===== config.mk =====
export PLATFORM = sky130hd
export DESIGN_NAME = busController
export DESIGN_NICKNAME = d
export VERILOG_FILES = /design/src/hw/lsuBusPkg.sv /design/src/hw/busController.sv
export VERILOG_INCLUDE_DIRS = /design/src /design/src/include
export SDC_FILE = /design/constraint.sdc
export NUM_CORES = 1
export LEC_CHECK = 0
export ABC_AREA = 1
export BUFFER_PORTS_ARGS = -buffer_cell sky130_fd_sc_hd__buf_2
export CELL_PAD_IN_SITES_DETAIL_PLACEMENT = 1
export CELL_PAD_IN_SITES_GLOBAL_PLACEMENT = 1
export CORE_ASPECT_RATIO = 0.75
export CORE_MARGIN = 3
export CORE_UTILIZATION = 22
export CTS_BUF_LIST = sky130_fd_sc_hd__clkbuf_4
export CTS_CLUSTER_DIAMETER = 100
export DETAILED_ROUTE_END_ITERATION = 10
export PLACE_DENSITY = 0.89
export SYNTH_ARGS = -nofsm -noshare
export SYNTH_HDL_FRONTEND = slang
export SYNTH_SLANG_ARGS = --single-unit

===== constraint.sdc =====
create_clock -name clk -period 2.2 [get_ports clk]
set_input_delay 0.22 -clock clk [delete_from_list [all_inputs] [get_ports clk]]
set_output_delay 0.22 -clock clk [all_outputs]
set_load 0.01 [all_outputs]

===== src/include/lsuBus_macros.svh =====
/*
  LSU bus path parameters
  Address width, bus RAM depth and slave wait states shared by the
  package, the RTL and the testbench
*/
`ifndef LSU_BUS_MACROS_SVH
`define LSU_BUS_MACROS_SVH

// Byte address width seen by the core
// Ten bits give a 1 KiB data space
`define LSU_ADDR_WIDTH 10

// Depth of the bus RAM in 32-bit words
// Must cover the whole byte address space divided by four
`define BUS_RAM_WORDS 256

// Cycles HREADY stays low before the data phase completes
`define BUS_WAIT_STATES 2

`endif

===== src/hw/lsuBusPkg.sv =====
/*
  LSU bus package
  Operation and transfer encodings plus the request and bus word types
  passed between the core side, the bus controller and the load formatter
*/
`default_nettype none

`include "lsuBus_macros.svh"

package lsuBusPkg;

  // Load and store operations issued by the core
  typedef enum logic [2:0] {
    loadWord         = 3'd0,
    loadByte         = 3'd1,
    loadByteUnsigned = 3'd2,
    storeWord        = 3'd3,
    storeByte        = 3'd4
  } lsuOpE;

  // AHB-style transfer type
  // Only single non-burst transfers exist so BUSY and SEQ are never used
  typedef enum logic [1:0] {
    idle   = 2'b00,
    nonSeq = 2'b10
  } htransE;

  // One bus word seen whole or as four byte lanes
  // Lane 0 sits in the low byte
  typedef union packed {
    logic [31:0]     word;
    logic [3:0][7:0] bytes;
  } busWordU;

  // Request as the core presents it
  typedef struct packed {
    lsuOpE                      op;
    logic [`LSU_ADDR_WIDTH-1:0] addr;
    logic [31:0]                storeData;
  } cpuRequestT;

  // Request after lane decode and ready for the bus
  typedef struct packed {
    logic                       write;
    logic [`LSU_ADDR_WIDTH-3:0] wordAddr;
    logic [3:0]                 byteEn;
    busWordU                    writeData;
    logic [1:0]                 byteOffset;
    lsuOpE                      op;
  } busRequestT;

endpackage

`default_nettype wire


===== src/hw/busController.sv =====
/*
  Bus controller
  State machine that runs one single non-burst transfer per request,
  waits out HREADY and holds the result until the handshake closes
*/
`timescale 1ns/1ps
`default_nettype none

`include "lsuBus_macros.svh"

module busController (
  input  logic                       clk,
  input  logic                       reset,
  input  logic                       valid,
  input  lsuBusPkg::busRequestT      busRequest,
  input  logic                       HREADY,
  input  logic [31:0]                HRDATA,
  output lsuBusPkg::htransE          HTRANS,
  output logic                       HWRITE,
  output logic [`LSU_ADDR_WIDTH-3:0] HADDR,
  output logic [3:0]                 HBYTEEN,
  output logic [31:0]                HWDATA,
  output logic                       done,
  output logic                       complete,
  output lsuBusPkg::busWordU         readWord,
  output lsuBusPkg::lsuOpE           op,
  output logic [1:0]                 byteOffset
);

  // Every access goes straight to the bus since there is no cache
  typedef enum logic [2:0] {
    ready,
    uncachedRead,
    uncachedWrite,
    readDone,
    writeDone
  } busStateE;

  busStateE state;
  busStateE nextState;
  logic     inTransfer;
  logic     inDone;

  //////////////////////////////
  // State machine
  //////////////////////////////

  always_ff @(posedge clk) begin
    if (reset) begin
      state <= ready;
    end else begin
      state <= nextState;
    end
  end

  always_comb begin
    nextState = state;
    case (state)
      ready: begin
        if (valid && busRequest.write) begin
          nextState = uncachedWrite;
        end else if (valid) begin
          nextState = uncachedRead;
        end
      end
      uncachedRead:  if (HREADY) nextState = readDone;
      uncachedWrite: if (HREADY) nextState = writeDone;
      // Wait here until the core drops req and valid falls
      readDone, writeDone: if (!valid) nextState = ready;
      default: nextState = ready;
    endcase
  end

  assign inTransfer = (state == uncachedRead) || (state == uncachedWrite);
  assign inDone     = (state == readDone) || (state == writeDone);

  //////////////////////////////
  // Bus drive and capture
  //////////////////////////////

  // NONSEQ lasts through the cycle in which HREADY completes it
  assign HTRANS  = inTransfer ? lsuBusPkg::nonSeq : lsuBusPkg::idle;
  assign HWRITE  = (state == uncachedWrite);
  assign HADDR   = busRequest.wordAddr;
  assign HBYTEEN = busRequest.byteEn;
  assign HWDATA  = busRequest.writeData.word;

  // Read data is only good in the HREADY cycle so it is kept here
  always_ff @(posedge clk) begin
    if ((state == uncachedRead) && HREADY) begin
      readWord <= HRDATA;
    end
  end

  assign done       = inDone;
  assign complete   = inDone;
  assign op         = busRequest.op;
  assign byteOffset = busRequest.byteOffset;

  // The request stage keeps valid up for the whole transfer
  transferNeedsValid: assert property (@(posedge clk) disable iff (reset)
    inTransfer |-> valid);

  // The latched request does not move under a running transfer or a held result
  requestSteady: assert property (@(posedge clk) disable iff (reset)
    (inTransfer || inDone) |-> $stable(busRequest));

endmodule

`default_nettype wire


==> results.json <==
{
  "clock_latency_ns": 0.33,
  "synth_top_family_by_area": "buffers and inverters",
  "whs_path_depth": 1,
  "cts_tree": "yes",
  "fillers": 798,
  "cts_buffer_depth": 2,
  "synth_edf_count": 32,
  "drtAntennaViolNets": 0,
  "arrival_ns": 1.18,
  "yosysWarnings": 0,
  "cts.repair.resized": 0,
  "setup_ws_ns": 0.802,
  "cts_buffers": 5,
  "ys.flop_type": "edfxtp_1",
  "rsz0062_at_grt": "false",
  "power_density_nw_per_um2": 1000,
  "fin_crit_sh": 0.635,
  "required_ns": 1.98,
  "synth_top_area_frac": 0.607,
  "h-tree-depth": 2,
  "antenna_cells": 0,
  "synth_adder_area_share": 0,
  "io_pins": 172,
  "grt_antenna_before_repair": 0,
  "post-dp-hpwl_um": 2370,
  "grt_use_total": 0.0700,
  "core_um2": 6900,
  "finalSetupViolations": 0,
  "grt-ovfl-total": 0,
  "layout.nets": 236,
  "die-area_um2": 8260,
  "synthArstFlopShare": 0,
  "start_util": 0.230,
  "ys_ff_latch": 35,
  "synth_xor_area_frac": 0,
  "port_buffers": 72,
  "synth_compound_area_frac": 0.00474,
  "synthTopCellsByCount": "buf_4 (52), edfxtp_1 (32), nand2_1 (9), nor2_1 (8), inv_1 (5)",
  "syn_avg_cell_area_um2": 13.0,
  "yosysUniqueCellTypes": 14,
  "whs_ns": 0.0550,
  "first_iter_violations": 53,
  "root_buffer": "clkbuf_4",
  "syn-cell-area_um2": 1580,
  "synth_top_cell_by_area": "edfxtp_1",
  "path_clk_slew_ns": 0.11,
  "status": "finished, final reports clean",
  "setup.worst_path.start_class": "flop",
  "rr_worst_depth": 4,
  "synthSimpleGateAreaFrac": 0.0877,
  "wl_per_cell_um": 12.0,
  "hp-class": "in -> reg",
  "criticalPathCategory": "reg -> out",
  "grt_pass1_wl_um": 4510,
  "setup-tns-final_ns": 0,
  "synth_area_leaders": "edfxtp_1 (61%), buf_4 (25%), dfxtp_1 (3.8%)",
  "gp_congestion": 0.707,
  "drv_slew": 0,
  "path_max_fanout": 4,
  "synthCells": 122,
  "mappedNetlistNets": 208,
  "ys_seq_area_frac": 0.645,
  "num_vias": 898,
  "fin_skew_ns": 0.00874,
  "cp-end-kind": "output port",
  "fp.dieW_um": 104,
  "synthMuxAreaShare": 0,
  "clock-sinks": 35,
  "dr.pass1.iters": 2,
  "syn2layout_area_growth_pct": 10.1,
  "rows": 26,
  "max_freq_mhz": 715,
  "peakVddDrop_uv": 194,
  "postCtsSetupBuffers": 0,
  "cts_hold_buf": 0,
  "die_h_um": 79.5,
  "drive_gt1_frac": 0.589,
  "max_cap_violations": 0,
  "routed_via_density": 3.61,
  "dp_slack_ns": 0.817,
  "power.total_uw": 1750,
  "grt_max_degree": 33,
  "hold_viol_final": 0,
  "power.static_leakage_uw": 0.000746,
  "grt_pass1_vias": 908,
  "utilization": 0.253,
  "drc": 0,
  "min_period_ns": 1.40,
  "drt-total-wl_um": 2980,
  "yosysMostFrequentCell": "buf_4"
}
[cell type report]
type	count	area [um2]	share of cell area
clock inverters	2	12.5	0.00717
inverters	6	22.5	0.0129
well taps	98	123	0.0703
repair buffers	73	368	0.211
flip-flops and latches	35	1020	0.585
clock buffers	6	45.0	0.0258
multi-input cells	29	153	0.0875
[worst paths after layout]
kind | from | endpoint | slack (ns)
setup / recovery | state[0]$_SDFFE_PP0P_ | done | 0.80
hold / removal | HRDATA[26] | readWord[26]$_DFFE_PP_ | 0.05
setup reg to reg | state[2]$_SDFFE_PP0P_ | readWord[22]$_DFFE_PP_ | 0.83
hold reg to reg | state[2]$_SDFFE_PP0P_ | state[1]$_SDFFE_PP0P_ | 0.62
[registers in the layout, summed over array words and instances, names as in the netlist]
| register | cells |
|---|---|
| readWord | 32 |
| state | 3 |
[per-layer routing]
layer	track usage	share of wire	vias up
li1	-	-	404
met1	0.0740	0.40	423
met2	0.113	0.47	62
met3	0.0331	0.10	9
met4	0.0465	0.024	0
met5	0	0	-
[logic make-up (layout without fill, tap and decap cells)]
group / count (synthesis) / after routing
AOI/OAI and AO/OA: 1 / 1
buffers and inverters: 58 / 87
DFF: 35 / 35
other: 1 / 1
and+or+nand+nor: 27 / 27
[through the flow]
step | std cells | cell area [um2]
final | 249 | 1740
after floorplan | 122 | 1590
after detailed placement | 241 | 1690
after global routing | 249 | 1740
after CTS | 249 | 1740
after global placement | 241 | 1690
[power by group]
part           switching, uW  total [uW]  internal (uW)
registers               41.5         892            850
logic                    328         515            187
clock network            204         340            136
[cell usage in the layout, fill, tap and decap left out, drive strengths merged, types with 3 or more instances in the layout]
master / count
buf: 73
edfxtp: 32
nand2: 13
nor2: 8
clkbuf: 6
inv: 6
nand3: 5
dfxtp: 3
[worst max-delay path, stage by stage (launching register included)]
cell and delay, ns:
dfxtp_1 0.35, nor2_1 0.20, nand2_1 0.09, nand2_2 0.08, buf_2 0.13
Note: power is estimated with default switching activity, not from simulation.
