==> src/include/lsuBus_macros.svh <==
/*
  LSU bus path parameters
  Address width, bus RAM depth and slave wait states shared by the
  package, the RTL and the testbench
*/
`ifndef LSU_BUS_MACROS_SVH
`define LSU_BUS_MACROS_SVH

// Byte address width seen by the core
// Ten bits give a 1 KiB data space
`define LSU_ADDR_WIDTH 10

// Depth of the bus RAM in 32-bit words
// Must cover the whole byte address space divided by four
`define BUS_RAM_WORDS 256

// Cycles HREADY stays low before the data phase completes
`define BUS_WAIT_STATES 2

`endif
==> src/hw/lsuBusPkg.sv <==
/*
  LSU bus package
  Operation and transfer encodings plus the request and bus word types
  passed between the core side, the bus controller and the load formatter
*/
`default_nettype none

`include "lsuBus_macros.svh"

package lsuBusPkg;

  // Load and store operations issued by the core
  typedef enum logic [2:0] {
    loadWord         = 3'd0,
    loadByte         = 3'd1,
    loadByteUnsigned = 3'd2,
    storeWord        = 3'd3,
    storeByte        = 3'd4
  } lsuOpE;

  // AHB-style transfer type
  // Only single non-burst transfers exist so BUSY and SEQ are never used
  typedef enum logic [1:0] {
    idle   = 2'b00,
    nonSeq = 2'b10
  } htransE;

  // One bus word seen whole or as four byte lanes
  // Lane 0 sits in the low byte
  typedef union packed {
    logic [31:0]     word;
    logic [3:0][7:0] bytes;
  } busWordU;

  // Request as the core presents it
  typedef struct packed {
    lsuOpE                      op;
    logic [`LSU_ADDR_WIDTH-1:0] addr;
    logic [31:0]                storeData;
  } cpuRequestT;

  // Request after lane decode and ready for the bus
  typedef struct packed {
    logic                       write;
    logic [`LSU_ADDR_WIDTH-3:0] wordAddr;
    logic [3:0]                 byteEn;
    busWordU                    writeData;
    logic [1:0]                 byteOffset;
    lsuOpE                      op;
  } busRequestT;

endpackage

`default_nettype wire

==> src/hw/loadFormatter.sv <==
/*
  Load formatter
  Picks the addressed byte or the whole word from the bus result,
  extends it and returns it to the core with the acknowledge
*/
`timescale 1ns/1ps
`default_nettype none

module loadFormatter (
  input  logic               clk,
  input  logic               reset,
  input  logic               complete,
  input  lsuBusPkg::busWordU readWord,
  input  lsuBusPkg::lsuOpE   op,
  input  logic [1:0]         byteOffset,
  output logic               ack,
  output logic [31:0]        rdata
);

  logic [7:0] selectedByte;

  //////////////////////////////
  // Data select
  //////////////////////////////

  // Byte lane chosen by the low address bits
  assign selectedByte = readWord.bytes[byteOffset];

  always_comb begin
    case (op)
      lsuBusPkg::loadByte: begin
        rdata = {{24{selectedByte[7]}}, selectedByte};
      end
      lsuBusPkg::loadByteUnsigned: begin
        rdata = {24'h000000, selectedByte};
      end
      // Word loads and stores pass the whole word
      default: begin
        rdata = readWord.word;
      end
    endcase
  end

  //////////////////////////////
  // Acknowledge
  //////////////////////////////

  // ack trails complete by one cycle on both edges
  always_ff @(posedge clk) begin
    if (reset) begin
      ack <= 1'b0;
    end else begin
      ack <= complete;
    end
  end

  // The core may sample rdata in any cycle while ack is high
  rdataHeld: assert property (@(posedge clk) disable iff (reset)
    (ack && $past(ack)) |-> $stable(rdata));

endmodule

`default_nettype wire

==> config.mk <==
export PLATFORM = sky130hd
export DESIGN_NAME = loadFormatter
export DESIGN_NICKNAME = d
export VERILOG_FILES = /design/src/hw/lsuBusPkg.sv /design/src/hw/loadFormatter.sv
export VERILOG_INCLUDE_DIRS = /design/src /design/src/include
export SDC_FILE = /design/constraint.sdc
export NUM_CORES = 1
export LEC_CHECK = 0
export ABC_AREA = 1
export BUFFER_PORTS_ARGS = -buffer_cell sky130_fd_sc_hd__buf_2
export CORE_AREA = 2 2 51 53
export DETAILED_ROUTE_END_ITERATION = 10
export DIE_AREA = 0 0 53 55
export PLACE_DENSITY = 0.85
export REMOVE_ABC_BUFFERS = 1
export SLEW_MARGIN = 5
export SYNTH_ARGS = -nofsm -noshare
export SYNTH_HDL_FRONTEND = slang
export SYNTH_SLANG_ARGS = --single-unit
==> constraint.sdc <==
create_clock -name clk -period 0.8 [get_ports clk]
set_input_delay 0.04 -clock clk [delete_from_list [all_inputs] [get_ports clk]]
set_output_delay 0.04 -clock clk [all_outputs]
set_load 0.01 [all_outputs]
==> results of run 1 <==
what timing repair did:
item | in CTS | in global routing
resized for setup | 32 | 21
endpoints found under the setup margin | 32 | 32
pin swaps | 1 | 1
hold buffers | 0 | 0
cloned | 0 | 2
kinds of logic (layout without fill, tap and decap cells):
| family | count (synthesis) | in the layout | synth area share (%) |
|---|---|---|---|
| flip-flops | 1 | 1 | 2.77 |
| buffers and inverters | 34 | 119 | 23.2 |
| AO/OA/AOI/OAI | 9 | 9 | 8.32 |
| AND/OR/NAND/NOR | 107 | 107 | 65.7 |
how the worst max path moves through the flow:
stage                     slack (ns)         to          start  cells after the start
after floorplan                -0.19  rdata[11]          op[2]                      4
after global placement         -0.18  rdata[12]          op[2]                      7
after detailed placement       -0.20   rdata[9]  byteOffset[0]                      8
after CTS                      -0.11  rdata[12]          op[2]                      7
after global routing           -0.20   rdata[1]          op[1]                      8
final                          -0.14   rdata[1]          op[1]                      8
per-layer routing:
layer | GRT usage [%] | part of all wire [%] | up-vias
li1 | - | - | 635
met1 | 20.2 | 39 | 524
met2 | 36.3 | 53 | 57
met3 | 1.88 | 7.9 | 2
met4 | 2.14 | 0.34 | 0
met5 | 0 | 0 | -
cell usage in the layout (no fill, tap or decap):
cell type and instances:
buf_8 2, nor2_2 1, nand2_1 62, nand2_4 2
inv_2 2, inv_1 21, o21ai_2 6, a21oi_1 1
nand3b_4 1, nand3_2 3, nand2_2 10, nand3_1 24
buf_2 61, clkbuf_16 2, buf_4 13, nand3_4 2
dfxtp_1 1, inv_6 2, nor2_1 2, o21ai_0 2
buf_12 1, buf_6 14, inv_8 1
critical path, cell delays in order:
cell	delay, ns
buf_8	0.08
buf_6	0.10
nand3_2	0.11
nand2_4	0.22
nand2_1	0.09
nand2_1	0.08
inv_1	0.04
buf_2	0.13
power groups by stage:
stage               sequential [mW]  clock (mW)  combinational, mW
floorplan                    0.0557           0              0.355
global route                 0.0544           0              0.966
detailed placement           0.0542           0              0.729
global placement             0.0541           0              0.723
CTS                          0.0542           0              0.792
finish                       0.0541           0              0.877
area by class of cell:
cell class	instances	area [sq um]	area share [%]
inverter	26	115	8.01
multi-input combinational	116	604	42.0
sequential	1	20.0	1.39
tap	30	37.5	2.61
timing repair buffer	93	661	46.0
stage by stage:
step	TNS (ns)	util [%]	setup WS [ns]
6_report	-3.32	60.8	-0.136
5_1_grt	-5.01	60.8	-0.201
4_1_cts	-2.22	55.4	-0.110
3_5_place_dp	-5.29	51.0	-0.204
3_3_place_gp	-4.62	51.0	-0.175
2_1_floorplan	-3.91	-	-0.190
==> impl_metrics.toml, run 1 <==
[status]
violations = "setup timing"
outcome = "finished with violations"

[layout]
drive_above_1_share_pct = 52.1
top_regs = "ack x1"
area_delta_synth_final_pct = 99.1
fin_cells = 266
design_area_sq_mm = 0.00144
diodes = 0
largest_reg_flops = 1
top_register = "ack"
nNetsFinal = 278
fill_cells = 239

[place]
dp.cells = 264
gp_congestion = 0.824
hpwl_mm = 2.07
portBuffers = 72
placed_cell_area_sq_mm = 0.00120

[power]
p_sw_uw = 444
internal_power_uw = 487
clockPowerShare_pct = 0
max-vdd-ir-drop_v = 0.000364
power_frac_comb_pct = 94.2
power.density_mw_per_mm2 = 648
switching_share_pct = 47.7
finalPower_uw = 931
p_leak_nw = 0.946
seq_power_share_pct = 5.8

[logic_synthesis]
synth_area_leader_cell = "nand2_1"
ys_types = 16
yosys-top-cells-count = "nand2_1, nand3_1, inv_1"
async_flop_share_pct = 0
syn-cell-area_sq_um = 722
synth_ff_type = "dfxtp_1"
netlist_instances = 151
yosys.area.top_type_share_pct = 38.0
synth.ff_latch_count = 1
yosys.cell_count.top_type = "nand2_1"
synth_edf_count = 0
yosysSeqAreaShare_pct = 2.77
yosysWarningCount = 0
syn_avg_cell_area_sq_um = 4.78
synth.area.top_cells = "nand2_1, nand3_1, inv_1"

[critical_path]
required_ns = 0.76
end_kind = "output port"
critPathMaxFanout = 17
startpoint_type = "input pin"
cp_data_arrival_time_ns = 0.90
path_class = "input pin to output port"

[route]
dr_total_vias = 1218
drc = 0
postRouteAntennaNets = 0
drt-wirelength-per-cell_microns = 11.2
viasPerCell = 4.58
drt-total-wl_mm = 2.98
firstDrtPassIters = 4
drt-initial-drc-count = 18

[clocking]
post_cts_buffers = 0
path_clk_slew_ns = 0

[timing]
rsz0062_at_grt = "true"
final_max_slew_viol_count = 0
timing.fmax_mhz = 1070
worstMarginPinSlew_ns = 0.228
timing.hold.ws_ns = 0.199
timing.final.ws_setup_ns = -0.136
fin_crit_sh_pct = 117
relSlewSlack_pct = 84.8
setup_viol = 32
finalHoldViolCount = 0
period_minus_slack_ns = 0.936

[grt]
grt_use_total_pct = 17.7
grt_max_degree = 19
grt_overflow_total = 0
grt_pass1_wl_mm = 3.98
antenna_found_initial = 0
grt_pass1_vias = 953

[die]
die-area_sq_mm = 0.00292
die_h_microns = 55
std_cell_rows = 18
ioPinCount = 73
die_x_microns = 53
start_util_pct = 30.5
core_sq_mm = 0.00236

[worst_hold_path]
hp-class = "input pin to flip-flop"
min_from = "reset"
hold-path-endpoint = "ack$_SDFF_PP0_"
worstHoldPathCells = 2

[run]
drv_cap = 0
Power figures use the tool's default switching activity.
==> run 2, diff against run 1 <==
--- a/config.mk
+++ b/config.mk
@@ -11,7 +11,7 @@
 export CORE_AREA = 2 2 51 53
 export DETAILED_ROUTE_END_ITERATION = 10
 export DIE_AREA = 0 0 53 55
-export PLACE_DENSITY = 0.85
+export PLACE_DENSITY = 0.74
 export REMOVE_ABC_BUFFERS = 1
 export SLEW_MARGIN = 5
 export SYNTH_ARGS = -nofsm -noshare
==> impl_metrics.toml, run 2 (synthesis gave the netlist of run 1 again) <==
[status]
outcome = "finished with violations"
violations = "setup timing"

[worst_hold_path]
worstHoldPathCells = 2
hp-class = "input pin to flip-flop"
min_from = "reset"
hold-path-endpoint = "ack$_SDFF_PP0_"

[place]
portBuffers = 72
hpwl_mm = 2.07
gp_congestion = 0.743
dpl_worst_slack_ns = -0.275
dp.cells = 268

[critical_path]
required_ns = 0.76
cp_data_arrival_time_ns = 0.90
critPathMaxFanout = 9
startpoint_type = "input pin"
path_class = "input pin to output port"
end_kind = "output port"

[layout]
drive_above_1_share_pct = 56.1
largest_reg_flops = 1
fin_cells = 274
final_cell_mix = "buf_2, nand2_1, nand3_1"
diodes = 0
nNetsFinal = 286
top_register = "ack"
final_common_cell = "buf_2"
area_delta_synth_final_pct = 115
fill_cells = 216
top_regs = "ack x1"

[timing]
worstMarginPinSlew_ns = 0.166
setup_viol = 32
period_minus_slack_ns = 0.943
fin_crit_sh_pct = 118
final_max_slew_viol_count = 0
timing.fmax_mhz = 1060
tns_ns = -3.51
finalHoldViolCount = 0
rsz0062_at_grt = "true"
relSlewSlack_pct = 88.9
timing.final.ws_setup_ns = -0.143

[power]
power.density_mw_per_mm2 = 651
switching_share_pct = 49.4
clockPowerShare_pct = 0
p_leak_nw = 1.01
p_sw_uw = 500
seq_power_share_pct = 5.3
max-vdd-ir-drop_v = 0.000408
internal_power_uw = 512
power_frac_comb_pct = 94.7
finalPower_mw = 1.01

[clocking]
path_clk_slew_ns = 0
hold_buffers = 0

[grt]
antenna_found_initial = 0
grt_pass1_wl_mm = 4.69
grt_overflow_total = 0
grt_max_degree = 18
grt_pass1_vias = 1126
grt_use_total_pct = 21.2

[route]
drt-total-wl_mm = 3.25
postRouteAntennaNets = 0
viasPerCell = 4.70
dr_total_vias = 1287
drt-initial-drc-count = 27
firstDrtPassIters = 4
drt-wirelength-per-cell_microns = 11.9
drc = 0

[die]
die_h_microns = 55
core_sq_mm = 0.00236
ioPinCount = 73
die_x_microns = 53
die-area_sq_mm = 0.00292
start_util_pct = 30.5
std_cell_rows = 18

[run]
drv_cap = 0
## run 2: cell count changes in the layout (fill, tap and decap cells not counted), moves of 3 or more
cell,change
nand3b_4,+3
buf_2,+3
nand2_4,+3
nand3_4,+3
o21ai_1,+3
buf_4,+5
nand2_1,-4
inv_4,+3
## run 2: per-layer routing
metal | part of all wire (%) | vias to the layer above | GRT usage (%)
met1 | 40 | 571 | 24.7
met3 | 8.2 | 0 | 1.61
met2 | 52 | 55 | 42.3
met4 | 0 | 0 | 3.85
met5 | 0 | - | 0
li1 | - | 661 | -
## run 2: stage by stage
| step | util [%] | hold slack, ns | cell area, sq um |
|---|---|---|---|
| final | 65.7 | 0.198 | 1550 |
| after floorplan | - | 0.111 | 652 |
| after CTS | 62.0 | 0.200 | 1470 |
| after detailed placement | 51.7 | 0.197 | 1220 |
| after global placement | 51.7 | 0.199 | 1220 |
| after global routing | 65.7 | 0.211 | 1550 |
## run 2: worst max-delay path: stages
cell and delay [ns]:
buf_6 0.10, inv_4 0.06, buf_6 0.10, nand3_4 0.13
nand2_8 0.13, nor2_1 0.06, a21oi_1 0.14, buf_2 0.15
## run 2: power groups by stage
| stage | clock network [mW] | logic, mW | registers (mW) |
|---|---|---|---|
| floorplan | 0 | 0.355 | 0.0557 |
| global placement | 0 | 0.737 | 0.0541 |
| detailed placement | 0 | 0.741 | 0.0542 |
| CTS | 0 | 0.879 | 0.0541 |
| global route | 0 | 1.05 | 0.0547 |
| finish | 0 | 0.957 | 0.0541 |
## run 2: layout make-up
cell class	count	area, sq um	area share, %
tap	30	37.5	2.42
inverter	26	118	7.57
sequential	1	20.0	1.29
multi-input combinational	120	738	47.5
timing repair buffer	97	641	41.2
## run 2: repair_timing
item                                    in CTS  in global routing
gates cloned                                 3                  1
endpoints found under the setup margin      32                 32
endpoints found under the hold margin        0                  0
pin swaps                                    7                  5
buffers inserted                             2                  0
resized for setup                           49                 25
## run 2: worst max path at each step
stage	startpoint	end	slack [ns]	cells past startpoint
CTS	op[0]	rdata[10]	-0.1	7
detailed placement	byteOffset[0]	rdata[13]	-0.28	7
global route	op[2]	rdata[7]	-0.19	8
finish	op[2]	rdata[7]	-0.14	8
global placement	byteOffset[0]	rdata[12]	-0.26	7
floorplan	op[2]	rdata[11]	-0.19	4
