==> config.mk <==
export PLATFORM = sky130hd
export DESIGN_NAME = lsuRequestStage
export DESIGN_NICKNAME = d
export VERILOG_FILES = /design/src/hw/lsuBusPkg.sv /design/src/hw/lsuRequestStage.sv
export VERILOG_INCLUDE_DIRS = /design/src /design/src/include
export SDC_FILE = /design/constraint.sdc
export NUM_CORES = 1
export LEC_CHECK = 0
export BUFFER_PORTS_ARGS = -buffer_cell sky130_fd_sc_hd__buf_2
export CAP_MARGIN = 10
export CORE_UTILIZATION = 30
export DETAILED_ROUTE_END_ITERATION = 8
export PLACE_DENSITY = 0.64
export SLEW_MARGIN = 10
export SYNTH_ARGS = -nofsm -noshare
export SYNTH_HDL_FRONTEND = slang
export SYNTH_SLANG_ARGS = --single-unit
==> constraint.sdc <==
create_clock -name clk -period 5 [get_ports clk]
set_input_delay 0.75 -clock clk [delete_from_list [all_inputs] [get_ports clk]]
set_output_delay 0.75 -clock clk [all_outputs]
set_load 0.01 [all_outputs]
==> src/include/lsuBus_macros.svh <==
/*
  LSU bus path parameters
  Address width, bus RAM depth and slave wait states shared by the
  package, the RTL and the testbench
*/
`ifndef LSU_BUS_MACROS_SVH
`define LSU_BUS_MACROS_SVH

// Byte address width seen by the core
// Ten bits give a 1 KiB data space
`define LSU_ADDR_WIDTH 10

// Depth of the bus RAM in 32-bit words
// Must cover the whole byte address space divided by four
`define BUS_RAM_WORDS 256

// Cycles HREADY stays low before the data phase completes
`define BUS_WAIT_STATES 2

`endif
==> src/hw/lsuBusPkg.sv <==
/*
  LSU bus package
  Operation and transfer encodings plus the request and bus word types
  passed between the core side, the bus controller and the load formatter
*/
`default_nettype none

`include "lsuBus_macros.svh"

package lsuBusPkg;

  // Load and store operations issued by the core
  typedef enum logic [2:0] {
    loadWord         = 3'd0,
    loadByte         = 3'd1,
    loadByteUnsigned = 3'd2,
    storeWord        = 3'd3,
    storeByte        = 3'd4
  } lsuOpE;

  // AHB-style transfer type
  // Only single non-burst transfers exist so BUSY and SEQ are never used
  typedef enum logic [1:0] {
    idle   = 2'b00,
    nonSeq = 2'b10
  } htransE;

  // One bus word seen whole or as four byte lanes
  // Lane 0 sits in the low byte
  typedef union packed {
    logic [31:0]     word;
    logic [3:0][7:0] bytes;
  } busWordU;

  // Request as the core presents it
  typedef struct packed {
    lsuOpE                      op;
    logic [`LSU_ADDR_WIDTH-1:0] addr;
    logic [31:0]                storeData;
  } cpuRequestT;

  // Request after lane decode and ready for the bus
  typedef struct packed {
    logic                       write;
    logic [`LSU_ADDR_WIDTH-3:0] wordAddr;
    logic [3:0]                 byteEn;
    busWordU                    writeData;
    logic [1:0]                 byteOffset;
    lsuOpE                      op;
  } busRequestT;

endpackage

`default_nettype wire

==> src/hw/lsuRequestStage.sv <==
/*
  LSU request stage
  Four-phase front end that latches one core request per handshake and
  turns it into a bus request with byte enables and lane-placed data
*/
`timescale 1ns/1ps
`default_nettype none

`include "lsuBus_macros.svh"

module lsuRequestStage (
  input  logic                  clk,
  input  logic                  reset,
  input  logic                  req,
  input  lsuBusPkg::cpuRequestT request,
  input  logic                  done,
  output logic                  valid,
  output lsuBusPkg::busRequestT busRequest
);

  // Set while a request is owned by this stage
  logic held;
  logic capture;
  logic isWrite;
  logic isByte;
  lsuBusPkg::busRequestT nextRequest;

  //////////////////////////////
  // Decode
  //////////////////////////////

  // A new request is taken only when nothing is held
  assign capture = req && !held;

  assign isWrite = (request.op == lsuBusPkg::storeWord) ||
                   (request.op == lsuBusPkg::storeByte);
  assign isByte  = (request.op == lsuBusPkg::storeByte) ||
                   (request.op == lsuBusPkg::loadByte) ||
                   (request.op == lsuBusPkg::loadByteUnsigned);

  always_comb begin
    nextRequest            = '0;
    nextRequest.write      = isWrite;
    nextRequest.op         = request.op;
    nextRequest.wordAddr   = request.addr[`LSU_ADDR_WIDTH-1:2];
    nextRequest.byteOffset = request.addr[1:0];
    // Byte accesses enable a single lane picked by the low address bits
    if (isByte) begin
      nextRequest.byteEn = 4'b0001 << request.addr[1:0];
    end else begin
      nextRequest.byteEn = 4'b1111;
    end
    // Byte stores copy the byte onto every lane
    // The byte enables then pick the lane that really gets written
    if (request.op == lsuBusPkg::storeByte) begin
      for (int lane = 0; lane < 4; lane++) begin
        nextRequest.writeData.bytes[lane] = request.storeData[7:0];
      end
    end else begin
      nextRequest.writeData.word = request.storeData;
    end
  end

  //////////////////////////////
  // Handshake state
  //////////////////////////////

  // Held from capture until the transfer is done and req has dropped
  always_ff @(posedge clk) begin
    if (reset) begin
      held <= 1'b0;
    end else if (capture) begin
      held <= 1'b1;
    end else if (done && !req) begin
      held <= 1'b0;
    end
  end

  always_ff @(posedge clk) begin
    if (capture) begin
      busRequest <= nextRequest;
    end
  end

  // valid drops as soon as req falls after done
  // so the controller can leave its done state on the next edge
  assign valid = held && !(done && !req);

  // The core keeps its request steady up to the cycle after capture
  requestStable: assert property (@(posedge clk) disable iff (reset)
    (req && !valid) |=> (!req || $stable(request)));

endmodule

`default_nettype wire

==> results of run 1 <==
## layer usage
layer  GRT usage, %  vias to the layer above  share of wire, %
met2           21.7                       62                50
met3           4.07                        4               9.9
met4           3.10                        0              0.62
li1               -                      615                 -
met5              0                        -                 0
met1           14.0                      603                40
## cells in the mapped netlist (2+ instances only)
cell,n,area (um^2)
inv_1,3,11.3
o221ai_1,4,35.0
and4bb_2,8,100
buf_6,3,33.8
clkbuf_1,3,11.3
a21o_1,24,180
edfxtp_1,50,1500
o21ai_0,2,10.0
## cells in the final DEF (no fill, tap or decap), drive strengths merged, types with 2 or more instances in the layout
cell type,netlist,routed
and4bb,8,8
clkbuf,3,5
a21o,24,24
edfxtp,50,50
inv,3,3
o21ai,2,2
o221ai,4,4
bufinv,0,2
buf,3,100
## how the worst min path moves through the flow
stage                 startpoint                 to
5_1_grt        held$_SDFFE_PP0P_  held$_SDFFE_PP0P_
2_1_floorplan  held$_SDFFE_PP0P_  held$_SDFFE_PP0P_
6_report       held$_SDFFE_PP0P_  held$_SDFFE_PP0P_
4_1_cts        held$_SDFFE_PP0P_  held$_SDFFE_PP0P_
3_3_place_gp   held$_SDFFE_PP0P_  held$_SDFFE_PP0P_
3_5_place_dp   held$_SDFFE_PP0P_  held$_SDFFE_PP0P_
## power by group
part / internal [uW] / switching (uW) / leakage [uW] / total, uW
logic: 44.5 / 52.7 / 0.000645 / 97.2
clock network: 199 / 136 / 0.0000644 / 336
registers: 502 / 6.39 / 0.000486 / 508
total: 746 / 195 / 0.00120 / 941
## worst max-delay path, delay by kind of cell
| family | cells | cell delay [ns] |
|---|---|---|
| buffers and inverters | 3 | 0.29 |
| AO/OA/AOI/OAI | 1 | 0.16 |
## cells by family after synthesis
kind of cell              after synthesis
buffers and inverters                   9
and+or+nand+nor                        12
xor gates and xnor gates                1
AOI/OAI and AO/OA                      32
DFF                                    51
## area by class of cell
| class | count | area [um^2] |
|---|---|---|
| Inverter | 3 | 11.3 |
| Clock buffer | 5 | 68.8 |
| Timing Repair Buffer | 100 | 503 |
| Sequential cell | 51 | 1520 |
| Multi-Input combinational cell | 45 | 377 |
| Tap cell | 75 | 93.8 |
| Fill cell | 573 | 3450 |
| Clock inverter | 3 | 67.6 |
## stage by stage
step,setup WS (ns),hold slack [ns]
after floorplan,1.63,0.453
after global placement,2.76,0.498
after detailed placement,2.75,0.522
after CTS,3.05,0.538
after global routing,2.96,0.570
final,3.05,0.535
## sequential cells by signal, indices dropped and copies added (netlist names)
| signal | count |
|---|---|
| held | 1 |
| busRequest | 50 |
==> metrics.txt, run 1 <==
run status completed; EDFF count, synth 50; Clock Sinks 51; post-route insts no fill roughly 280; clk slew on worst S/H paths around 0.090 ns; Max VDD drop approximately 0.00016 V; RSZ-0062 raised after global routing false; Worst Hold Class reg -> reg; grt ovf 0; drt via density between 4 and 5; post_cts resized 0; Total Power between 900 and 1000 uW; Setup violations, final 0; Layout Utilization a little over two fifths; Area after DPL roughly 0.0025 mm^2; Period minus WS final 1.95 ns; CP cell instances buf_2 > inv_1 > a21boi_0 > buf_2; R2R setup slack between 3 and 4 ns; Vias roughly 1300; critical path class in -> out; adder-cell share of the synthesized area 0%; Final Cell Area 0.00264 mm^2; final wirelength between 4000 and 5000 um; Syn Inst Count around 110; Antenna diodes 0; DRC 0; setup bufs post-CTS 0; Die X between 80 and 90 um; Starting Density a little under a third; clk_lat worst skew 0.30 ns; sequential share of the synthesized area about four fifths; crit-path most repeated cell buf_2; Syn. warnings 0; largest net degree at the start of global routing between 50 and 60; Worst Setup EP valid; number of top-level pins 100; layout cells sized above 1 around 57%; setup total negative slack 0 ns; placed insts 274; vias in the first global route approximately 1200; crit path capture type output port; row count 28; Max Cap Viol 0; simple-gate share of the synthesized area 6.30%; pins over their slew limit 0; Reg-to-Reg Start held$_SDFFE_PP0P_; global-route wire length before repair ~6000 um; DRT iter0 DRCs 47; highest clock rate just over 500 MHz; CP Data Required Time approximately 4.3 ns; Power Dens Cells between 300 and 400 mW/mm^2; CTS H-tree depth 2; delay of the slowest critical-path stage 0.16 ns; CP max FO 3; cell area after synthesis just under 0.002 mm^2; WHS Path Cells 2; Max-Slew Margin vs Limit between 40 and 50%; startpoint types primary input; largest family of logic cells by synthesized area compound AO/OA/AOI/OAI gates; routability cong. just under 0.7; Slew @ Worst Pin 0.835 ns; CTS tree built; share of flip-flops with an asynchronous set or reset 0%; multiplexer area fraction after synthesis 0%; DIE AREA between 0.006 and 0.007 mm^2; post-cts hold buffer count 0; IO Port Bufs just under 100; Final ANT Viol Nets 0; Critical Path AT 1.20 ns; #FFs+latches synth 51; critical path's slowest cell a21boi_0; Inserted Clock Buffers 5; Layout area overhead 35.7%; synth unique cells 16; WL per Instance roughly 15 um; worst r2r path cells 2; Main synth FF type edfxtp_1; Tcrit/Tclk final about two fifths; critical path launch point req; Avg Inst Size Synth 18.5 um^2; initial antenna violation count 0; Synth Area in Compound Gates around an eighth; core area 0.00610 mm^2; skew final 0.00482 ns; Net Count, Synth ~150; DIE HEIGHT around 83 um; root buf cell clkbuf_8; final net count 255; post-synthesis xor/xnor area fraction less than 1%; CTS max path bufs 2; GRT Util Overall about an eighth; leakage power 0.00120 uW; r2r endpoint busRequest[39]$_SDFFCE_PN1P_; DR pass1 iterations 4; final hold vios 0
Note: power is estimated with default switching activity, not from simulation.
==> run 2, diff against run 1 <==
--- a/config.mk
+++ b/config.mk
@@ -10,7 +10,7 @@
 export CAP_MARGIN = 10
 export CORE_UTILIZATION = 30
 export DETAILED_ROUTE_END_ITERATION = 8
-export PLACE_DENSITY = 0.64
+export PLACE_DENSITY = 0.66
 export SLEW_MARGIN = 10
 export SYNTH_ARGS = -nofsm -noshare
 export SYNTH_HDL_FRONTEND = slang
==> constraint.sdc (replaced) <==
create_clock -name clk -period 1.6 [get_ports clk]
set_input_delay 0.24 -clock clk [delete_from_list [all_inputs] [get_ports clk]]
set_output_delay 0.24 -clock clk [all_outputs]
set_load 0.01 [all_outputs]
==> run 2 against run 1 <==
Clock skew is 0.00079 ns lower; routed wire length rose by 4.4%; register-to-register slack got worse by 3.1 ns; total power grew to 2.8 times the previous value; critical path depth shrank 2; non-clock buffer count increased by 4; critical endpoint unchanged; largest power group unchanged.
==> metrics.txt, run 2 (synthesis results as in run 1) <==
Layout area overhead 35.5%; WL met3 495 um; CP cell instances a21boi_0 > buf_2; setup total negative slack 0 ns; number of top-level pins 100; commonest non-fill, non-tap cell in the layout buf_2; pins over their slew limit 0; Max-Slew Margin vs Limit approximately three quarters; core area 0.00610 mm^2; Max VDD drop 0.000394 V; WL per Instance roughly 15 um; vias in the first global route around 1300; Power Dens Cells 998 mW/mm^2; IO Port Bufs 99; Final ANT Viol Nets 0; GRT Util Overall around an eighth; max reg flops 50; grt ovf 0; layout cells sized above 1 approximately 57%; DRT iter0 DRCs 22; post_cts resized 0; global-route wire length before repair just over 6000 um; Starting Density around a third; DIE AREA around 0.007 mm^2; critical path class reg -> out; clk slew on worst S/H paths around 0.09 ns; row count 28; DIE HEIGHT slightly above 80 um; final wirelength ~4400 um; setup bufs post-CTS 0; Tcrit/Tclk final approximately four fifths; final net count roughly 260; root buf cell clkbuf_8; Top Layer Used met4; CTS tree built; initial antenna violation count 0; CTS max path bufs 2; post-cts hold buffer count 0; RSZ-0062 raised after global routing false; Critical Path AT approximately 1 ns; Antenna diodes 0; DRC 0; CP Data Required Time about 1.4 ns; critical path's slowest cell dfxtp_1; routability cong. 0.671; run status completed; delay of the slowest critical-path stage around 0.40 ns; CP top delay family flip-flops; Period minus WS final roughly 1.3 ns; Largest regs busRequest: 50 flops, held: 1 flops; highest clock rate 796 MHz; startpoint types flop; Vias 1317; Inserted Clock Buffers 5; leakage power 0.00120 uW; skew final roughly 0.0040 ns; routed wl met2 between 2000 and 2500 um; Setup violations, final 0; WHS around 0.088 ns; Biggest register busRequest; DR pass1 iterations 4; CTS H-tree depth 2; Clock Sinks a little over 50; Post-DP HPWL between 3000 and 4000 um; crit path capture type output port; Max Cap Viol 0; drt via density ~4.6; Slew @ Worst Pin approximately 0.38 ns; clk_lat worst skew roughly 0.3 ns; Die X 82.6 um; final hold vios 0; Worst Hold Class in -> reg; largest net degree at the start of global routing slightly above 50; WP buf/inv 1; CP max FO 3; M1 wire length between 1500 and 2000 um; most frequent cells in the layout buf_2 (99), edfxtp_1 (50), a21o_1 (24), and4bb_2 (8), clkbuf_8 (5)
## run 2: per-layer routing
layer / vias to the layer above / GRT usage, %
li1: 624 / -
met1: 625 / 13.3
met2: 64 / 22.7
met3: 4 / 5.16
met4: 0 / 5.00
met5: - / 0
## run 2: final cells by class
| cell class | instances | area, um^2 |
|---|---|---|
| clock inverter | 3 | 20.0 |
| clock buffer | 5 | 68.8 |
| timing repair buffer | 104 | 546 |
| inverter | 3 | 11.3 |
| fill | 582 | 3460 |
| multi-input combinational | 45 | 377 |
| sequential | 51 | 1520 |
| tap | 75 | 93.8 |
## run 2: final timing paths
path                startpoint                  endpoint  slack, ns  cells past startpoint
max          held$_SDFFE_PP0P_                     valid       0.34                      2
min                      reset         held$_SDFFE_PP0P_       0.09                      2
min reg2reg  held$_SDFFE_PP0P_         held$_SDFFE_PP0P_       0.52                      2
max reg2reg  held$_SDFFE_PP0P_  busRequest[12]$_DFFE_PP_       0.52                      2
## run 2: stage by stage
| stage | instances | cell area (um^2) | setup slack, ns | util [%] | power, uW |
|---|---|---|---|---|---|
| floorplan | 105 | 1950 | 0.102 | - | 1770 |
| global placement | 278 | 2550 | 0.216 | 41.8 | 1930 |
| detailed placement | 278 | 2550 | 0.176 | 41.8 | 1950 |
| CTS | 286 | 2640 | 0.322 | 43.3 | 2670 |
| global route | 286 | 2640 | 0.254 | 43.3 | 2750 |
| finish | 286 | 2640 | 0.344 | 43.3 | 2630 |
## run 2: where the power goes
| part | switching (uW) | internal (uW) | total (uW) |
|---|---|---|---|
| logic | 170 | 150 | 320 |
| clock network | 417 | 305 | 723 |
| registers | 21.1 | 1570 | 1590 |
## run 2: worst register-to-register path, delay by kind of cell, from the launching register on
| kind | cells | cell delay (ns) |
|---|---|---|
| buf+inv | 1 | 0.26 |
| flops | 1 | 0.35 |
| simple gates | 1 | 0.13 |
